**src/rtl/i2c_cfg.svh**
```systemverilog
// ==========================================================
// Build-time configuration of the multi-channel I2C controller
// Divider assumes a 25 MHz clock for roughly 400 kHz SCL
// All buses talk to the same 7-bit target address
// ==========================================================
`ifndef I2C_CFG_SVH
`define I2C_CFG_SVH

// Number of independent buses, one master each
`define I2C_NUM_CHAN    2

// Clock cycles per quarter SCL period
`define I2C_QUARTER_DIV 15

// 7-bit target address
`define I2C_DEV_ADDR    7'h48

`endif

```
**src/rtl/i2c_pkg.sv**
```systemverilog
// ==========================================================
// Shared command, response and FSM types
// Channel index is at least one bit wide
// ==========================================================
`include "i2c_cfg.svh"

package i2c_pkg;

    // One bit minimum so a single-bus build still has a field
    localparam int chan_w = (`I2C_NUM_CHAN > 1) ? $clog2(`I2C_NUM_CHAN) : 1;

    typedef logic [chan_w-1:0] chan_t;

    typedef struct packed {
        chan_t      chan;
        logic       rw;       // 1 = read
        logic [7:0] wdata;
    } i2c_cmd_t;

    typedef struct packed {
        chan_t      chan;
        logic       rw;
        logic       nack;     // Address not acknowledged
        logic [7:0] rdata;    // Zero for writes
    } i2c_rsp_t;

    typedef enum logic [2:0] {
        IDLE,
        START_COND,
        SEND_ADDR,
        WRITE_BYTE,
        READ_BYTE,
        STOP_COND
    } i2c_state_e;

endpackage

```
**src/rtl/i2c_rsp_collect.sv**
```systemverilog
// ==========================================================
// Gathers done strobes from all masters
// One response per cycle, lowest channel first
// A channel must not finish again before its result drains
// ==========================================================
`timescale 1ns/10ps
`include "i2c_cfg.svh"

module i2c_rsp_collect (
    input  logic                     clk,
    input  logic                     rst_n,
    input  logic [`I2C_NUM_CHAN-1:0] done,
    input  i2c_pkg::i2c_rsp_t        chan_rsp [`I2C_NUM_CHAN],
    output logic                     rsp_valid,
    output i2c_pkg::i2c_rsp_t        rsp
);

    logic [`I2C_NUM_CHAN-1:0] pending;
    logic [`I2C_NUM_CHAN-1:0] req;
    logic [`I2C_NUM_CHAN-1:0] grant;
    i2c_pkg::i2c_rsp_t        held [`I2C_NUM_CHAN];
    i2c_pkg::i2c_rsp_t        sel_rsp;

    assign req = pending | done;   // Fresh done bypasses the hold register

    // Lowest index wins, scan from the top
    always_comb begin
        grant   = '0;
        sel_rsp = '0;
        for (int i = `I2C_NUM_CHAN - 1; i >= 0; i--) begin
            if (req[i]) begin
                grant    = '0;
                grant[i] = 1'b1;
                sel_rsp  = pending[i] ? held[i] : chan_rsp[i];
            end
        end
    end

    always_ff @(posedge clk or negedge rst_n) begin
        if (!rst_n) begin
            pending   <= '0;
            rsp_valid <= 1'b0;
        end else begin
            pending   <= req & ~grant;
            rsp_valid <= |req;
        end
    end

    always_ff @(posedge clk) begin
        for (int i = 0; i < `I2C_NUM_CHAN; i++) begin
            if (done[i]) begin
                held[i] <= chan_rsp[i];
            end
        end
        if (|req) begin
            rsp <= sel_rsp;
        end
    end

endmodule

```
**config.mk**
```make
export PLATFORM = sky130hd
export DESIGN_NAME = i2c_rsp_collect
export DESIGN_NICKNAME = d
export VERILOG_FILES = /design/src/rtl/i2c_pkg.sv /design/src/rtl/i2c_rsp_collect.sv
export VERILOG_INCLUDE_DIRS = /design/src /design/src/rtl
export SDC_FILE = /design/constraint.sdc
export NUM_CORES = 1
export LEC_CHECK = 0
export BUFFER_PORTS_ARGS = -buffer_cell sky130_fd_sc_hd__buf_2
export CAP_MARGIN = 20
export CORE_MARGIN = 4
export CORE_UTILIZATION = 45
export CTS_BUF_LIST = sky130_fd_sc_hd__clkbuf_4 sky130_fd_sc_hd__clkbuf_8 sky130_fd_sc_hd__clkbuf_16
export DETAILED_ROUTE_END_ITERATION = 10
export PLACE_DENSITY = 0.73
export SLEW_MARGIN = 10
export SYNTH_ARGS = -nofsm -noshare
export SYNTH_HDL_FRONTEND = slang
export SYNTH_SLANG_ARGS = --single-unit
```
**constraint.sdc**
```tcl
create_clock -name clk -period 1.4 [get_ports clk]
set_input_delay 0.21 -clock clk [delete_from_list [all_inputs] [get_ports clk]]
set_output_delay 0.21 -clock clk [all_outputs]
set_load 0.02 [all_outputs]
```
==> metrics.yaml, run 1 <==
run_status:
  outcome: "complete, no violations"
sta:
  period_share: 0.9295
  finClkSkew_ps: 5.692
  finalHoldViolations: 0
  fin_setup_tns_ps: 0
  tightest_slew_ps: 504.5
  period_minus_slack_ps: 1301
  slew_headroom: 0.6637
  drv_slew: 0
  setup_viol: 0
  grt_setup_unrepaired: "false"
  max_freq_mhz: 768.4
routing:
  drc_errors: 0
  wirelength_um: 1965
  drtAntennaViolNets: 0
  wl_per_cell_um: 13.74
  firstDrtPassIters: 2
  viasPerCell: 5.252
  drt_iter0_markers: 7
  vias: 751
worst_setup_path:
  worstReg2RegEnd: "rsp[3]"
  crit_family: "simple AND/OR/NAND/NOR gates"
  cp_max_fo: 12
  path_class: "reg2reg"
  worst_setup_path_end_kind: "register"
  reg2reg_slack_ps: 100
  crit_start: "pending[1]"
  path_depth: 1
  path_cells: "or3_1"
  critical_path_buf_inv_count: 0
  slowest_delay_ps: 580
  reg2reg_from: "pending[1]"
  critical_path_required_ps: 1390
  crit_arrival_ps: 1290
  ff2ff_path_depth: 1
  start_kind: "register"
  crit_end: "rsp[3]"
  cp_slowest_cell: "or3_1"
layout:
  num_antenna_cells: 0
  num-nets-final: 142
  multiInputGateArea_sq_um: 290.3
  drive_gt1_frac: 0.4174
  design_area_sq_um: 1284
  nFillCells: 202
  syn2layout_area_growth_pct: 23.32
  seq_area_sq_um: 710.7
floorplan:
  core_area_sq_um: 2212
  die_h_um: 56.10
  initial_utilization: 0.4706
  io_pins: 38
  die_area_sq_um: 3147
  die_x_um: 56.10
  rows: 17
pwr:
  vdd.ir_drop.worst_v: 0.0005940
  clock_power_share: 0.227
  p_sw_frac: 0.2412
  p_switching_mw: 0.3435
  p_leak_nw: 0.5069
  intPower_mw: 1.081
  share_seq_of_total_power: 0.611
  pwr-share-comb: 0.161
  power_density_nw_per_um2: 1110
synth:
  yosysWarnings: 0
  synth_top_flop_cell: "edfxtp_1"
  synth_top_cell_area_share: 0.6346
  yosys.cell_types.count: 11
  async_flop_share: 0.08333
  synthTopCellsByArea: "edfxtp_1 63%, a21oi_1 8.7%, nand3b_1 7.9%"
  synth_edf_count: 22
  netlist_area_sq_um: 1041
  syn_inst: 75
  ys_top_cells_by_count: "22 x edfxtp_1, 18 x a21oi_1, 11 x nand3b_1, 11 x nor2b_1, 4 x a21oi_2"
  syn-num-nets: 101
  ys_seq_elements: 24
  synth_largest_area_cell: "edfxtp_1"
  syn_area_per_cell_sq_um: 13.88
  yosysSeqAreaShare: 0.6827
  synth_most_common_cell: "edfxtp_1"
clocking:
  cts_max_level: 1
  clk_path_buf_depth: 2
  cts_buffers: 3
  clkSinkCount: 24
  cts_resized: 0
  clock_latency_ps: 310
  postCtsSetupRepairBufs: 0
  clk_pin_slew_ps: 120
  cts-root-buf: "clkbuf_4"
  cts_tree: "built"
grt:
  gr-total-overflow: 0
  grt_max_degree: 24
  grt_pass1_wl_um: 3243
  grt_pass1_vias: 775
  gr-usage-all-layers: 0.1330
  antenna_found_initial: 0
hold_path:
  min_path_cells: 1
  hold_class: "in2reg"
  hp-start: "chan_rsp[1]"
place:
  hpwlAfterDp_um: 1407
  place_congestion: 0.6657
  io_buffer_count: 37
  placed_area_sq_um: 1244
run:
  drv_cap: 0
## cell type report
cell class	count	share of cell area
tap	28	0.02729
multi-input combinational	46	0.2261
sequential	24	0.5536
clock buffer	4	0.02339
timing repair buffer	41	0.1696
## per-stage QoR
stage	power, mW	instances	setup WS (ps)	util	hold WS (ps)
global route	1.503	143	65.93	0.5803	62.84
finish	1.424	143	98.63	0.5803	79.76
CTS	1.442	143	93.93	0.5803	68.59
global placement	1.111	138	141.6	0.5622	1.392
floorplan	1.026	75	162.7	-	-85.59
detailed placement	1.119	138	110.3	0.5622	-0.5311
## cell usage in the layout (no fill, tap or decap)
| cell | instances |
|---|---|
| dlygate4sd3_1 | 1 |
| clkbuf_4 | 4 |
| buf_4 | 3 |
| nor2b_1 | 11 |
| or3_1 | 1 |
| dfrtp_1 | 2 |
| nand3b_1 | 11 |
| o21a_1 | 1 |
| a21oi_2 | 4 |
| buf_2 | 37 |
| edfxtp_1 | 22 |
| a21oi_1 | 18 |
## flip-flops by register name (all words and copies together), names as in the netlist
name and count:
rsp 11, held 11, rsp_valid 1, pending 1
## per-layer routing
metal,part of all wire,global-route usage,vias to the layer above
li1,-,-,360
met1,0.38,0.1401,358
met2,0.50,0.2321,28
met3,0.096,0.04408,5
met4,0.023,0.07119,0
met5,0,0,-
## logic make-up after synthesis
| family | count (synthesis) | share of synthesized area |
|---|---|---|
| compound gates | 23 | 0.1274 |
| flops | 24 | 0.6827 |
| simple gates | 23 | 0.1515 |
| buf+inv | 5 | 0.03846 |
## repair_timing
action / in CTS / in global routing
endpoints found under the setup margin: 0 / 0
hold buffers: 1 / 0
endpoints found under the hold margin: 2 / 0
## power by group through the flow
| stage | clock [mW] | sequential [mW] | combinational, mW |
|---|---|---|---|
| 5_1_grt | 0.373 | 0.879 | 0.251 |
| 3_3_place_gp | 0 | 0.887 | 0.225 |
| 3_5_place_dp | 0 | 0.889 | 0.231 |
| 2_1_floorplan | 0 | 0.937 | 0.0884 |
| 4_1_cts | 0.337 | 0.872 | 0.233 |
| 6_report | 0.324 | 0.871 | 0.230 |
## worst min path at each step
| stage | to | slack (ps) |
|---|---|---|
| detailed placement | pending[1] | -0.5 |
| global placement | rsp_valid | 1 |
| finish | held[0][12] | 80 |
| CTS | held[0][12] | 70 |
| floorplan | pending[1] | -90 |
| global route | held[0][15] | 60 |
Note: power is estimated with default switching activity, not from simulation.
==> run 2, diff against run 1 <==
--- a/config.mk
+++ b/config.mk
@@ -6,13 +6,14 @@
 export SDC_FILE = /design/constraint.sdc
 export NUM_CORES = 1
 export LEC_CHECK = 0
+export ABC_AREA = 1
 export BUFFER_PORTS_ARGS = -buffer_cell sky130_fd_sc_hd__buf_2
 export CAP_MARGIN = 20
 export CORE_MARGIN = 4
 export CORE_UTILIZATION = 45
 export CTS_BUF_LIST = sky130_fd_sc_hd__clkbuf_4 sky130_fd_sc_hd__clkbuf_8 sky130_fd_sc_hd__clkbuf_16
 export DETAILED_ROUTE_END_ITERATION = 10
-export PLACE_DENSITY = 0.73
+export PLACE_DENSITY = 0.7
 export SLEW_MARGIN = 10
 export SYNTH_ARGS = -nofsm -noshare
 export SYNTH_HDL_FRONTEND = slang
==> run 2 against run 1 <==
  * Register-to-register slack gained 80 ps
  * Die area shrank 1.5%
  * Flip-flop and latch count is the same
  * Sequential power is essentially flat
  * Largest cell class unchanged
  * Highest routed layer is now met3
==> metrics.yaml, run 2 <==
run_status:
  outcome: "complete, no violations"
clocking:
  cts_tree: "built"
  ctsHoldBuffers: 1  # unchanged
  clk_path_buf_depth: 2  # unchanged
  cts-root-buf: "clkbuf_4"
  clock_latency_ps: 300  # about the same
  cts_buffers: 3  # unchanged
  cts_resized: 0  # unchanged
  clk_pin_slew_ps: 110  # about the same
  postCtsSetupRepairBufs: 0  # unchanged
  cts_max_level: 1  # unchanged
  clkSinkCount: 24  # unchanged
floorplan:
  io_pins: 38  # unchanged
  die_area_sq_um: 3098  # -1.5%
  die_h_um: 55.66  # -0.78%
  die_x_um: 55.66  # -0.78%
  core_area_sq_um: 2062  # -6.8%
  rows: 16  # -1
  initial_utilization: 0.4958  # +0.02516
run:
  drv_cap: 0  # unchanged
hold_path:
  hold_class: "in2reg"
synth:
  synth_top_flop_cell: "edfxtp_1"
  synth_edf_count: 22  # unchanged
  synth_top_cell_area_share: 0.6463  # +0.01165
  yosysWarnings: 0  # unchanged
  syn-num-nets: 126  # +25%
  ys_top_cells_by_count: "67 x nand2_1, 22 x edfxtp_1, 2 x buf_4, 2 x dfrtp_1"
  async_flop_share: 0.08333  # unchanged
  syn_area_per_cell_sq_um: 10.22  # -26%
  yosysSeqAreaShare: 0.6952  # +0.01253
  yosys.cell_types.count: 11  # unchanged
  ys_seq_elements: 24  # unchanged
  synthTopCellsByArea: "edfxtp_1 65%, nand2_1 25%, dfrtp_1 4.9%"
  netlist_area_sq_um: 1022  # -1.8%
  syn_inst: 100  # +33%
  synth_most_common_cell: "nand2_1"
  synth_largest_area_cell: "edfxtp_1"
routing:
  drtAntennaViolNets: 0  # unchanged
  drt_iter0_markers: 15  # +8
  drc_errors: 0  # unchanged
  wl_per_cell_um: 10.14  # -26%
  firstDrtPassIters: 3  # +1
  vias: 737  # -1.9%
  wirelength_um: 1714  # -13%
  viasPerCell: 4.361  # -17%
worst_setup_path:
  start_kind: "register"
  critical_path_required_ps: 1380  # about the same
  worst_setup_path_end_kind: "register"
  path_class: "reg2reg"
  crit_arrival_ps: 1200  # -90 ps
  cp_max_fo: 12  # unchanged
layout:
  seq_area_sq_um: 710.7  # unchanged
  final_common_cell: "nand2_1"
  num_antenna_cells: 0  # unchanged
  num-nets-final: 169  # +19%
  drive_gt1_frac: 0.3380  # -0.07936
  syn2layout_area_growth_pct: 25.83
  multiInputGateArea_sq_um: 272.8  # -6.0%
  nFillCells: 188  # -6.9%
  reg.largest.list: "held x11, rsp x11"
  layout_common_cells: "67 x nand2_1, 37 x buf_2, 22 x edfxtp_1"
pwr:
  vdd.ir_drop.worst_v: 0.0009212  # +55%
  power.total_mw: 1.441  # +1.1%
  power_density_nw_per_um2: 1120  # +0.93%
  p_sw_frac: 0.2348  # -0.006365
  share_seq_of_total_power: 0.605  # -0.006
  p_leak_nw: 0.6489  # +28%
  pwr-share-comb: 0.161  # about the same
  p_switching_mw: 0.3382  # -1.5%
  clock_power_share: 0.234  # +0.007
  intPower_mw: 1.102  # +2.0%
sta:
  slew_headroom: 0.7247  # +0.06108
  grt_setup_unrepaired: "false"
  drv_slew: 0  # unchanged
  worst_slack_ps: 182.4  # +83.77 ps
  finClkSkew_ps: 3.136  # -2.556 ps
  setup_viol: 0  # unchanged
  period_share: 0.8697  # -0.05983
  period_minus_slack_ps: 1218  # -83.77 ps
  max_freq_mhz: 821.3  # +6.9%
  fin_setup_tns_ps: 0  # unchanged
  tightest_slew_ps: 411.9  # -92.62 ps
  finalHoldViolations: 0  # unchanged
grt:
  antenna_found_initial: 0  # unchanged
  gr-usage-all-layers: 0.1230  # -0.01006
  grt_max_degree: 14  # -42%
  grt_pass1_wl_um: 3077  # -5.1%
  gr-total-overflow: 0  # unchanged
  grt_pass1_vias: 709  # -8.5%
place:
  hpwlAfterDp_um: 1397  # -0.75%
  place_congestion: 0.8039  # +21%
  dp_slack_ps: 193.3  # +82.98 ps
  io_buffer_count: 37  # unchanged
## run 2: final timing paths
kind / cells after the start / endpoint / startpoint / slack (ps)
worst min register to register: 4 / rsp[8] / held[0][19] / 640
min in group asynchronous: 2 / rsp_valid / rst_n / 210
worst max register to register: 2 / rsp[3] / pending[1] / 180
max in group asynchronous: 2 / pending[1] / rst_n / 1100
worst min-delay path: 1 / held[0][20] / chan_rsp[9] / 90
worst max-delay path: 2 / rsp[3] / pending[1] / 180
## run 2: per-stage QoR
step           utilization  cell area, sq um  hold slack (ps)  cells
2_1_floorplan            -              1022           -85.59    100
3_3_place_gp        0.6013              1240            4.546    164
3_5_place_dp        0.6013              1240            6.104    164
4_1_cts             0.6238              1286            76.01    169
5_1_grt             0.6238              1286            61.11    169
6_report            0.6238              1286            88.86    169
## run 2: kinds of logic after synthesis
family / after synthesis / synth area share
flip-flops: 24 / 0.6952
AND/OR/NAND/NOR: 70 / 0.2668
buffers and inverters: 6 / 0.03793
## run 2: layout make-up
cell class | count | area share
inverters | 2 | 0.005837
well taps | 27 | 0.02626
multi-input cells | 70 | 0.2121
flip-flops and latches | 24 | 0.5525
clock buffers | 4 | 0.02821
repair buffers | 42 | 0.1751
## run 2: critical path: stages (launching register included)
cell	delay [ps]
dfrtp_1	470
nor2_2	160
nand2_1	270
## run 2: power by group through the flow
stage / clock network [mW] / registers (mW) / logic (mW)
finish: 0.337 / 0.872 / 0.231
global route: 0.393 / 0.879 / 0.261
CTS: 0.350 / 0.873 / 0.234
detailed placement: 0 / 0.889 / 0.232
global placement: 0 / 0.887 / 0.230
floorplan: 0 / 0.938 / 0.0874
## run 2: metal layers
layer	global-route usage	part of all wire	up-vias
li1	-	-	401
met1	0.1424	0.43	312
met2	0.1993	0.48	24
met3	0.06497	0.088	0
met4	0.03125	0	0
met5	0	0	-
