==> src/rtl/i2c_cfg.svh <==
// ==========================================================
// Build-time configuration of the multi-channel I2C controller
// Divider assumes a 25 MHz clock for roughly 400 kHz SCL
// All buses talk to the same 7-bit target address
// ==========================================================
`ifndef I2C_CFG_SVH
`define I2C_CFG_SVH

// Number of independent buses, one master each
`define I2C_NUM_CHAN    2

// Clock cycles per quarter SCL period
`define I2C_QUARTER_DIV 15

// 7-bit target address
`define I2C_DEV_ADDR    7'h48

`endif

==> src/rtl/i2c_pkg.sv <==
// ==========================================================
// Shared command, response and FSM types
// Channel index is at least one bit wide
// ==========================================================
`include "i2c_cfg.svh"

package i2c_pkg;

    // One bit minimum so a single-bus build still has a field
    localparam int chan_w = (`I2C_NUM_CHAN > 1) ? $clog2(`I2C_NUM_CHAN) : 1;

    typedef logic [chan_w-1:0] chan_t;

    typedef struct packed {
        chan_t      chan;
        logic       rw;       // 1 = read
        logic [7:0] wdata;
    } i2c_cmd_t;

    typedef struct packed {
        chan_t      chan;
        logic       rw;
        logic       nack;     // Address not acknowledged
        logic [7:0] rdata;    // Zero for writes
    } i2c_rsp_t;

    typedef enum logic [2:0] {
        IDLE,
        START_COND,
        SEND_ADDR,
        WRITE_BYTE,
        READ_BYTE,
        STOP_COND
    } i2c_state_e;

endpackage

==> src/rtl/i2c_cmd_dispatch.sv <==
// ==========================================================
// Routes a loaded command to its channel master
// A busy or out-of-range channel gets a reject pulse
// ==========================================================
`timescale 1ns/10ps
`include "i2c_cfg.svh"

module i2c_cmd_dispatch (
    input  logic                     clk,
    input  logic                     rst_n,
    input  logic                     load,
    input  i2c_pkg::i2c_cmd_t        cmd,
    input  logic [`I2C_NUM_CHAN-1:0] chan_busy,
    output logic [`I2C_NUM_CHAN-1:0] start,
    output logic                     start_rw,
    output logic [7:0]               start_wdata,
    output logic                     reject
);

    logic [`I2C_NUM_CHAN-1:0] occupied;
    logic                     in_range;
    logic                     chan_free;

    // Master raises busy one cycle after start, so cover that gap
    assign occupied  = chan_busy | start;
    assign in_range  = (int'(cmd.chan) < `I2C_NUM_CHAN);
    assign chan_free = in_range && !occupied[cmd.chan];

    always_ff @(posedge clk or negedge rst_n) begin
        if (!rst_n) begin
            start  <= '0;
            reject <= 1'b0;
        end else begin
            start  <= '0;
            reject <= load && !chan_free;
            if (load && chan_free) begin
                start[cmd.chan] <= 1'b1;     // One-hot pulse
            end
        end
    end

    // Shared start data, valid alongside the start pulse
    always_ff @(posedge clk) begin
        if (load) begin
            start_rw    <= cmd.rw;
            start_wdata <= cmd.wdata;
        end
    end

endmodule

==> config.mk <==
export PLATFORM = sky130hd
export DESIGN_NAME = i2c_cmd_dispatch
export DESIGN_NICKNAME = d
export VERILOG_FILES = /design/src/rtl/i2c_pkg.sv /design/src/rtl/i2c_cmd_dispatch.sv
export VERILOG_INCLUDE_DIRS = /design/src /design/src/rtl
export SDC_FILE = /design/constraint.sdc
export NUM_CORES = 1
export LEC_CHECK = 0
export ABC_AREA = 1
export BUFFER_PORTS_ARGS = -buffer_cell sky130_fd_sc_hd__buf_2
export CAP_MARGIN = 20
export CORE_AREA = 2 2 39 41
export DETAILED_ROUTE_END_ITERATION = 16
export DIE_AREA = 0 0 41 43
export PLACE_DENSITY = 0.61
export REMOVE_ABC_BUFFERS = 1
export SYNTH_ARGS = -nofsm -noshare
export SYNTH_HDL_FRONTEND = slang
export SYNTH_SLANG_ARGS = --single-unit
==> constraint.sdc <==
create_clock -name clk -period 1.2 [get_ports clk]
set_input_delay 0.06 -clock clk [delete_from_list [all_inputs] [get_ports clk]]
set_output_delay 0.06 -clock clk [all_outputs]
set_load 0.005 [all_outputs]
==> results of run 1 <==
[per-stage QoR]
step                      total power [W]  instances  setup slack [ns]  instance area [um2]
after global routing            0.0008744         79            0.3080                663.1
after floorplan                 0.0005098         23            0.4830                386.6
after CTS                       0.0008451         79            0.3352                663.1
after detailed placement        0.0005691         65            0.4686                536.8
final                           0.0008339         79            0.3592                663.1
after global placement          0.0005667         65            0.4648                536.8
[logic make-up (layout without fill, tap and decap cells)]
logic type / after synthesis / count (layout) / synth area share
flip-flops: 12 / 12 / 0.8932
AND/OR/NAND/NOR: 8 / 8 / 0.07767
buffers and inverters: 3 / 43 / 0.02912
[cell usage after synthesis (all sizes together)]
| master | instances |
|---|---|
| edfxtp | 9 |
| nor2 | 5 |
| dfrtp | 3 |
| inv | 3 |
| nand2 | 3 |
[how the worst max path moves through the flow]
| stage | startpoint | end | slack, ns | cells after the start |
|---|---|---|---|---|
| CTS | start_wdata[1]$_DFFE_PP_ | start_wdata[1] | 0.34 | 1 |
| finish | start[1]$_DFF_PN0_ | start[1] | 0.36 | 1 |
| global placement | start[1]$_DFF_PN0_ | reject$_DFF_PN0_ | 0.46 | 4 |
| floorplan | start[1]$_DFF_PN0_ | reject$_DFF_PN0_ | 0.48 | 4 |
| global route | start_wdata[1]$_DFFE_PP_ | start_wdata[1] | 0.31 | 1 |
| detailed placement | start[1]$_DFF_PN0_ | reject$_DFF_PN0_ | 0.47 | 4 |
[area by class of cell]
| class | instances | area, um2 | area share |
|---|---|---|---|
| Clock buffer | 4 | 26.28 | 0.03962 |
| Inverter | 3 | 11.26 | 0.01698 |
| Multi-Input combinational cell | 8 | 30.03 | 0.04528 |
| Sequential cell | 12 | 345.3 | 0.5208 |
| Tap cell | 16 | 20.02 | 0.03019 |
| Timing Repair Buffer | 36 | 230.2 | 0.3472 |
[flip-flops by register name, indices dropped and copies added (netlist names)]
name,flops
start,2
start_wdata,8
reject,1
start_rw,1
[per-layer routing]
metal  vias up  GRT usage
met3         0    0.03141
met5         -          0
li1        154          -
met4         0    0.08000
met2        27     0.1875
met1       144     0.1211
[power by group through the flow]
stage	combinational (W)	clock (W)	sequential, W
after floorplan	0.00000883	0	0.000501
after global placement	0.0000719	0	0.000495
after detailed placement	0.0000731	0	0.000496
after CTS	0.0000981	0.000259	0.000488
after global routing	0.000111	0.000273	0.000491
final	0.0000970	0.000250	0.000487
[worst min-delay path: cells and delay by family]
family	cells	cell delay [ns]
AND/OR/NAND/NOR	3	0.13
buffers and inverters	1	0.08
[placed cells by master, fill, tap and decap left out]
cell type	netlist	layout
clkbuf_1	0	1
buf_2	0	26
nand2_1	3	3
clkbuf_4	0	3
dlygate4sd3_1	0	10
nor2_1	5	5
inv_1	3	3
edfxtp_1	9	9
dfrtp_1	3	3
==> impl_metrics.tcl, run 1 <==
set metrics [dict create \
    hold_viol_final 0 \
    crit_family "flip-flops" \
    maxSlewHeadroom 0.8393 \
    p_comb_frac 0.116 \
    fin_crit_ns 0.8408 \
    slowest_stage "dfrtp_1" \
    reg2reg_from "start[1]$_DFF_PN0_" \
    numCtsBuffers 3 \
    setup_viol_count_final 0 \
    p_seq_frac 0.584 \
    h-tree-depth 1 \
    cts_tree "yes" \
    synth_area_leader_cell "edfxtp_1" \
    top_layer "met3" \
    ys.warnings.count 0 \
    rsz0062_at_grt "false" \
    cap_violations 0 \
    drc 0 \
    path_cells "buf_2" \
    cts_sinks 12 \
    routed-wl-met2_um 401 \
    boundaryPins 27 \
    path_clk_slew_ns 0.08 \
    dpl.hpwl_um 599.4 \
    worstPathMaxFanout 2 \
    ir_drop_mv 0.5955 \
    postCtsSetupBuffers 0 \
    wire_per_inst_um 10.86 \
    rrSetupSlack_ns 0.43 \
    holdBufCountCts 10 \
    status "finished, final reports clean" \
    synth_top_area_share 0.6990 \
    finalSetupTns_ns 0 \
    start_kind "flip-flop" \
    min_delay_path_depth 4 \
    power_frac_clock 0.300 \
    synthToLayoutAreaGrowth_pct 71.52 \
    critPathMaxStageDelay_ns 0.39 \
    cts_resized 0 \
    tightest_slew_ns 0.2411 \
    finalWirelength_um 858 \
    timing.final.crit_share 0.7007 \
    hold_class "in2reg" \
    slew_violations 0 \
    p_int_w 0.0006666 \
    synth-seq-area-share 0.8932 \
    hold-path-endpoint "start[1]$_DFF_PN0_" \
    fillCellCount 137 \
    worstRegToRegCells 4 \
    num_vias 325 \
    p_switching_w 0.0001673 \
    vias_per_cell 4.114 \
    worst-path-buf-inv 1 \
    power_density_nw_per_um2 1257 \
    drive_above_1_share 0.4603 \
    drtAntennaViolNets 0 \
    met3WireLength_um 114 \
    ctsLongestPathBuffers 2 \
    grt_pass1_wl_um 1297 \
    diodes 0 \
    fmax_mhz 1189 \
    grt_max_degree 12 \
    die_x_um 41 \
    grt.total_usage 0.1160 \
    root_buffer "clkbuf_4" \
    drt_first_iter_violations 1 \
    syn_inst 23 \
    gp_congestion 0.6625 \
    grt_pass1_vias 350 \
    core_region_area_um2 1384 \
    start_util 0.2794 \
    clock_latency_ns 0.26 \
    cp-end-kind "primary output" \
    min-delay-start "chan_busy[1]" \
    synth-seq-cells 12 \
    die-area_um2 1763 \
    syn_area_um2 386.6 \
    cp_data_arrival_time_ns 0.78 \
    io_buffers 26 \
    final_nets 79 \
    drt_pass1_iterations 3 \
    avgSynthCellArea_um2 16.81 \
    swShare 0.2007 \
    worstSetupPathType "reg2out" \
    r2r_end "reject$_DFF_PN0_" \
    final_core_util 0.4792 \
    antenna_found_initial 0 \
    drt-met1-wl_um 342 \
    num_rows 14 \
    fin_skew_ns 0.007319 \
    die_height_um 43 \
    whs_ns 0.04047 \
    overflow 0 \
    p_leak_nw 0.3272 \
    yosys.cell_types.count 5 \
    synthTopCellsByArea "edfxtp_1 (70%), dfrtp_1 (19%), nor2_1 (4.9%)" \
    crit_required_ns 1.14 \
]
Power figures use the tool's default switching activity.
==> run 2: changes to the inputs <==
==> constraint.sdc (replaced) <==
create_clock -name clk -period 0.8 [get_ports clk]
set_input_delay 0.04 -clock clk [delete_from_list [all_inputs] [get_ports clk]]
set_output_delay 0.04 -clock clk [all_outputs]
set_load 0.005 [all_outputs]
==> run 2 against run 1 <==
Against the previous run:
- the run now ends with setup timing left
- cell area is the same
- combinational power is 51% higher
- clock-buffer cell count did not move
- routed wire length increased by 0.12%
- worst hold slack worse by 0.018 ns
- critical path depth unchanged
- clock skew hardly changed
- global-route usage unchanged
- critical path type unchanged
- critical endpoint unchanged
==> impl_metrics.tcl, run 2 (synthesis results as in run 1) <==
set metrics [dict create \
    status "finished with violations" \
    failed_checks "setup timing" \
    power.total_w 0.001251 \
    postCtsSetupBuffers 0 \
    io_buffers 26 \
    worstSetupPathType "reg2out" \
    fillCellCount 137 \
    critPathMaxStageDelay_ns 0.39 \
    clock_latency_ns 0.26 \
    regMostFlops "start_wdata" \
    cp_data_arrival_time_ns 0.78 \
    cap_violations 0 \
    hold_class "in2reg" \
    overflow 0 \
    slowest_stage "dfrtp_1" \
    diodes 0 \
    ctsLongestPathBuffers 2 \
    grt_max_degree 12 \
    final_core_util 0.4792 \
    swShare 0.2007 \
    drc 0 \
    die_height_um 43 \
    path_clk_slew_ns 0.08 \
    largest_reg_flops 8 \
    cts_tree "yes" \
    maxSlewHeadroom 0.8405 \
    multi_input_area_um2 30.03 \
    p_leak_nw 0.3266 \
    root_buffer "clkbuf_4" \
    layout_commonest_cell "buf_2" \
    drt_pass1_iterations 2 \
    finalWirelength_um 859 \
    cp-end-kind "primary output" \
    grt_pass1_wl_um 1297 \
    h-tree-depth 1 \
    grt.total_usage 0.1160 \
    die-area_um2 1763 \
    p_switching_w 0.0002511 \
    crit_family "flip-flops" \
    drt_first_iter_violations 1 \
    num_vias 323 \
    worst-path-buf-inv 1 \
    boundaryPins 27 \
    fin_crit_ns 0.8191 \
    synthToLayoutAreaGrowth_pct 71.52 \
    final_nets 79 \
    power_frac_clock 0.300 \
    drive_above_1_share 0.4603 \
    crit_required_ns 0.76 \
    start_util 0.2794 \
    p_seq_frac 0.584 \
    fin_skew_ns 0.007356 \
    hold_viol_final 0 \
    die_x_um 41 \
    grt_pass1_vias 350 \
    wire_per_inst_um 10.87 \
    seq_area_um2 345.3 \
    antenna_found_initial 0 \
    rsz0062_at_grt "true" \
    dpl.hpwl_um 599.4 \
    core_region_area_um2 1384 \
    worst_slack_ns -0.01912 \
    setup_viol_count_final 5 \
    slew_violations 0 \
    fmax_mhz 1221 \
    path_cells "buf_2" \
    start_kind "flip-flop" \
    power_density_nw_per_um2 1887 \
    numCtsBuffers 3 \
    ir_drop_mv 0.8942 \
    final_cell_mix "buf_2 (26), dlygate4sd3_1 (10), edfxtp_1 (9)" \
    p_int_w 0.001000 \
    worstPathMaxFanout 2 \
    timing.final.crit_share 1.024 \
    largestRegisters "start_wdata: 8 flops, start: 2 flops" \
    tightest_slew_ns 0.2392 \
    placed_area_um2 536.8 \
    design_area_um2 663.1 \
    num_rows 14 \
    vias_per_cell 4.089 \
    gp_congestion 0.6625 \
    cts_sinks 12 \
    p_comb_frac 0.116 \
    drtAntennaViolNets 0 \
]
[run 2: cell counts in the layout (fill, tap and decap cells not counted)]
Identical to the previous run, type by type.
[run 2: cell type report]
cell class	count	share of cell area
well taps	16	0.03019
multi-input cells	8	0.04528
repair buffers	36	0.3472
flip-flops and latches	12	0.5208
clock buffers	4	0.03962
inverters	3	0.01698
[run 2: metrics by stage]
| stage | TNS (ns) | std cells | hold WS, ns | setup slack (ns) |
|---|---|---|---|---|
| 2_1_floorplan | 0 | 23 | -0.2556 | 0.08299 |
| 3_3_place_gp | 0 | 65 | -0.1593 | 0.06483 |
| 3_5_place_dp | 0 | 65 | -0.1614 | 0.06862 |
| 4_1_cts | -0.1634 | 79 | 0.001828 | -0.04479 |
| 5_1_grt | -0.4797 | 79 | 0.03531 | -0.07197 |
| 6_report | -0.05420 | 79 | 0.02236 | -0.01912 |
[run 2: tightest hold or removal path, stage by stage]
cell     delay (ns)
buf_2          0.10
nand2_1        0.07
nor2_1         0.04
[run 2: what timing repair did]
item	CTS	global route
hold buffers	10	0
hold endpoints to repair	12	0
gates resized for setup	0	0
setup endpoints to repair	8	13
pin swaps	0	2
[run 2: per-layer routing]
metal  vias up  GRT usage  share of wire
li1        154          -              -
met1       142     0.1211           0.40
met2        27     0.1875           0.47
met3         0    0.03141           0.13
met4         0    0.08000              0
met5         -          0              0
[run 2: power groups by stage]
stage               combinational [W]  sequential, W  clock [W]
detailed placement           0.000110       0.000744          0
CTS                          0.000147       0.000731   0.000389
global route                 0.000166       0.000736   0.000409
global placement             0.000108       0.000742          0
finish                       0.000146       0.000730   0.000375
floorplan                   0.0000133       0.000751          0
[run 2: path summary, 6_finish.rpt]
check / start / to / slack, ns / depth (start not counted)
min in group asynchronous: rst_n / start[1]$_DFF_PN0_ / 0.10 / 2
max in group asynchronous: rst_n / reject$_DFF_PN0_ / 0.59 / 2
hold reg to reg: start[0]$_DFF_PN0_ / start[0]$_DFF_PN0_ / 0.54 / 3
hold / removal: cmd[9] / start[1]$_DFF_PN0_ / 0.02 / 3
setup reg to reg: start[1]$_DFF_PN0_ / reject$_DFF_PN0_ / 0.05 / 4
setup / recovery: start[1]$_DFF_PN0_ / start[1] / -0.02 / 1
==> run 3: changes to the inputs <==
--- a/config.mk
+++ b/config.mk
@@ -9,11 +9,12 @@
 export ABC_AREA = 1
 export BUFFER_PORTS_ARGS = -buffer_cell sky130_fd_sc_hd__buf_2
 export CAP_MARGIN = 20
-export CORE_AREA = 2 2 39 41
+export CELL_PAD_IN_SITES_DETAIL_PLACEMENT = 1
+export CELL_PAD_IN_SITES_GLOBAL_PLACEMENT = 2
+export CORE_MARGIN = 2
+export CORE_UTILIZATION = 22
 export DETAILED_ROUTE_END_ITERATION = 16
-export DIE_AREA = 0 0 41 43
-export PLACE_DENSITY = 0.61
-export REMOVE_ABC_BUFFERS = 1
+export PLACE_DENSITY = 0.73
 export SYNTH_ARGS = -nofsm -noshare
 export SYNTH_HDL_FRONTEND = slang
 export SYNTH_SLANG_ARGS = --single-unit
==> run 3 against run 2 <==
Against the previous run:
- the flow still finishes with violations (setup timing)
- via count is 5.3% higher
- clock-buffer cell count stayed put
- first-iteration DRC count is the same
- worst setup slack worse by 0.0097 ns
- routed wire length increased by 17%
- die area grew 20%
- critical path depth stayed put
- sequential power about the same
- core utilization decreased by 8.0 points
- register-to-register slack lost 0.02 ns
- combinational power grew 3%
- power increased by 7.3%
==> impl_metrics.tcl, run 3 (synthesis results as in run 1) <==
set metrics [dict create \
    grt_pass1_wl_um 1462 \
    power_density_nw_per_um2 1990 \
    seq_area_um2 345.3 \
    tightest_slew_ns 0.2388 \
    cp_data_arrival_time_ns 0.79 \
    largest_reg_flops 8 \
    failed_checks "setup timing" \
    drive_above_1_share 0.4762 \
    clock_latency_ns 0.26 \
    io_buffers 26 \
    die_height_um 45.92 \
    fin_crit_ns 0.8288 \
    maxSlewHeadroom 0.8408 \
    path_cells "buf_2" \
    finalWirelength_um 1002 \
    worstSetupPathType "reg2out" \
    synthToLayoutAreaGrowth_pct 74.43 \
    gp_congestion 0.6493 \
    numCtsBuffers 3 \
    fmax_mhz 1207 \
    final_core_util 0.3993 \
    cts_resized 0 \
    start_util 0.2289 \
    slew_violations 0 \
    postCtsSetupBuffers 0 \
    vias_per_cell 4.250 \
    cts_sinks 12 \
    regMostFlops "start_wdata" \
    die_x_um 45.92 \
    final_cell_mix "buf_2 (26), dlygate4sd3_1 (10), edfxtp_1 (9)" \
    min-delay-start "chan_busy[1]" \
    crit_required_ns 0.76 \
    timing.final.crit_share 1.036 \
    start_kind "flip-flop" \
    antenna_found_initial 0 \
    grt_max_degree 12 \
    grt.total_usage 0.1091 \
    die-area_um2 2109 \
    cap_violations 0 \
    drt_pass1_iterations 3 \
    boundaryPins 27 \
    min_delay_path_depth 4 \
    multi_input_area_um2 30.03 \
    path_clk_slew_ns 0.07 \
    overflow 0 \
    hold-path-endpoint "start[1]$_DFF_PN0_" \
    drt_first_iter_violations 1 \
    setup_viol_count_final 6 \
    status "finished with violations" \
    final_nets 79 \
    crit_family "flip-flops" \
    num_rows 15 \
    ctsLongestPathBuffers 2 \
    drc 0 \
    critPathMaxStageDelay_ns 0.39 \
    largestRegisters "start_wdata: 8 flops, start: 2 flops" \
    reg2reg_from "start[1]$_DFF_PN0_" \
    slowest_stage "dfrtp_1" \
    root_buffer "clkbuf_4" \
    drtAntennaViolNets 0 \
    worstPathMaxFanout 2 \
    worst_slack_ns -0.02883 \
    p_leak_nw 0.3332 \
    finalSetupTns_ns -0.08342 \
    worstRegToRegCells 4 \
    core_region_area_um2 1689 \
    cts_tree "yes" \
    diodes 0 \
    fillCellCount 197 \
    layout_commonest_cell "buf_2" \
    worst-path-buf-inv 1 \
    ir_drop_mv 0.6175 \
    dpl.hpwl_um 739.3 \
    syn_nets 38 \
    rrSetupSlack_ns 0.03 \
    grt_pass1_vias 360 \
    rsz0062_at_grt "true" \
    fin_skew_ns 0.003613 \
    wire_per_inst_um 12.53 \
    hold_viol_final 0 \
    num_vias 340 \
    hold_class "in2reg" \
    h-tree-depth 1 \
    cp-end-kind "primary output" \
    r2r_end "reject$_DFF_PN0_" \
]
## run 3: changes by cell type in the layout (fill, tap and decap cells not counted)
cell	delta
clkbuf_1	-1
clkbuf_8	+1
## run 3: final cells by class
cell class                      instances  share of cell area
Sequential cell                        12              0.5121
Timing Repair Buffer                   36              0.3414
Clock buffer                            4             0.05380
Multi-Input combinational cell          8             0.04453
Tap cell                               17             0.03154
Inverter                                3             0.01670
## run 3: worst max-delay path by stage
stage,startpoint,cells past startpoint,end,slack [ns]
floorplan,start[1]$_DFF_PN0_,4,reject$_DFF_PN0_,0.08
global placement,start[1]$_DFF_PN0_,4,reject$_DFF_PN0_,0.06
detailed placement,start[1]$_DFF_PN0_,4,reject$_DFF_PN0_,0.05
CTS,start[1]$_DFF_PN0_,1,start[1],-0.04
global route,start[1]$_DFF_PN0_,1,start[1],-0.08
finish,start[1]$_DFF_PN0_,1,start[1],-0.03
## run 3: worst register-to-register path, stage by stage (launching register included)
cell and delay [ns]:
dfrtp_1 0.39, nor2_1 0.11, nand2_1 0.07, nand2_1 0.06, nor2_1 0.04
## run 3: per-layer routing
layer	GRT usage	wire length, um
met2	0.1861	500
met4	0.08571	0
met1	0.09606	341
met3	0.05159	161
met5	0	0
## run 3: power breakdown
part / switching (W) / internal, W
logic: 0.0000619 / 0.0000888
registers: 0.0000118 / 0.000719
clock network: 0.000185 / 0.000276
total: 0.000259 / 0.00108
## run 3: per-stage QoR
step           setup slack (ns)  hold slack, ns  instance area (um2)  std cells  power (W)
2_1_floorplan           0.08299         -0.2556                386.6         23  0.0007647
3_5_place_dp            0.04722         -0.1593                538.0         66  0.0008559
3_3_place_gp            0.05722         -0.1582                538.0         66  0.0008525
5_1_grt                -0.07550         0.02168                674.4         80   0.001425
4_1_cts                -0.04371        0.001854                674.4         80   0.001372
6_report               -0.02883         0.01462                674.4         80   0.001342
## run 3: what timing repair did
action,4_1_cts,5_1_grt
hold buffers,10,0
hold endpoints to repair,12,0
setup endpoints to repair,12,13
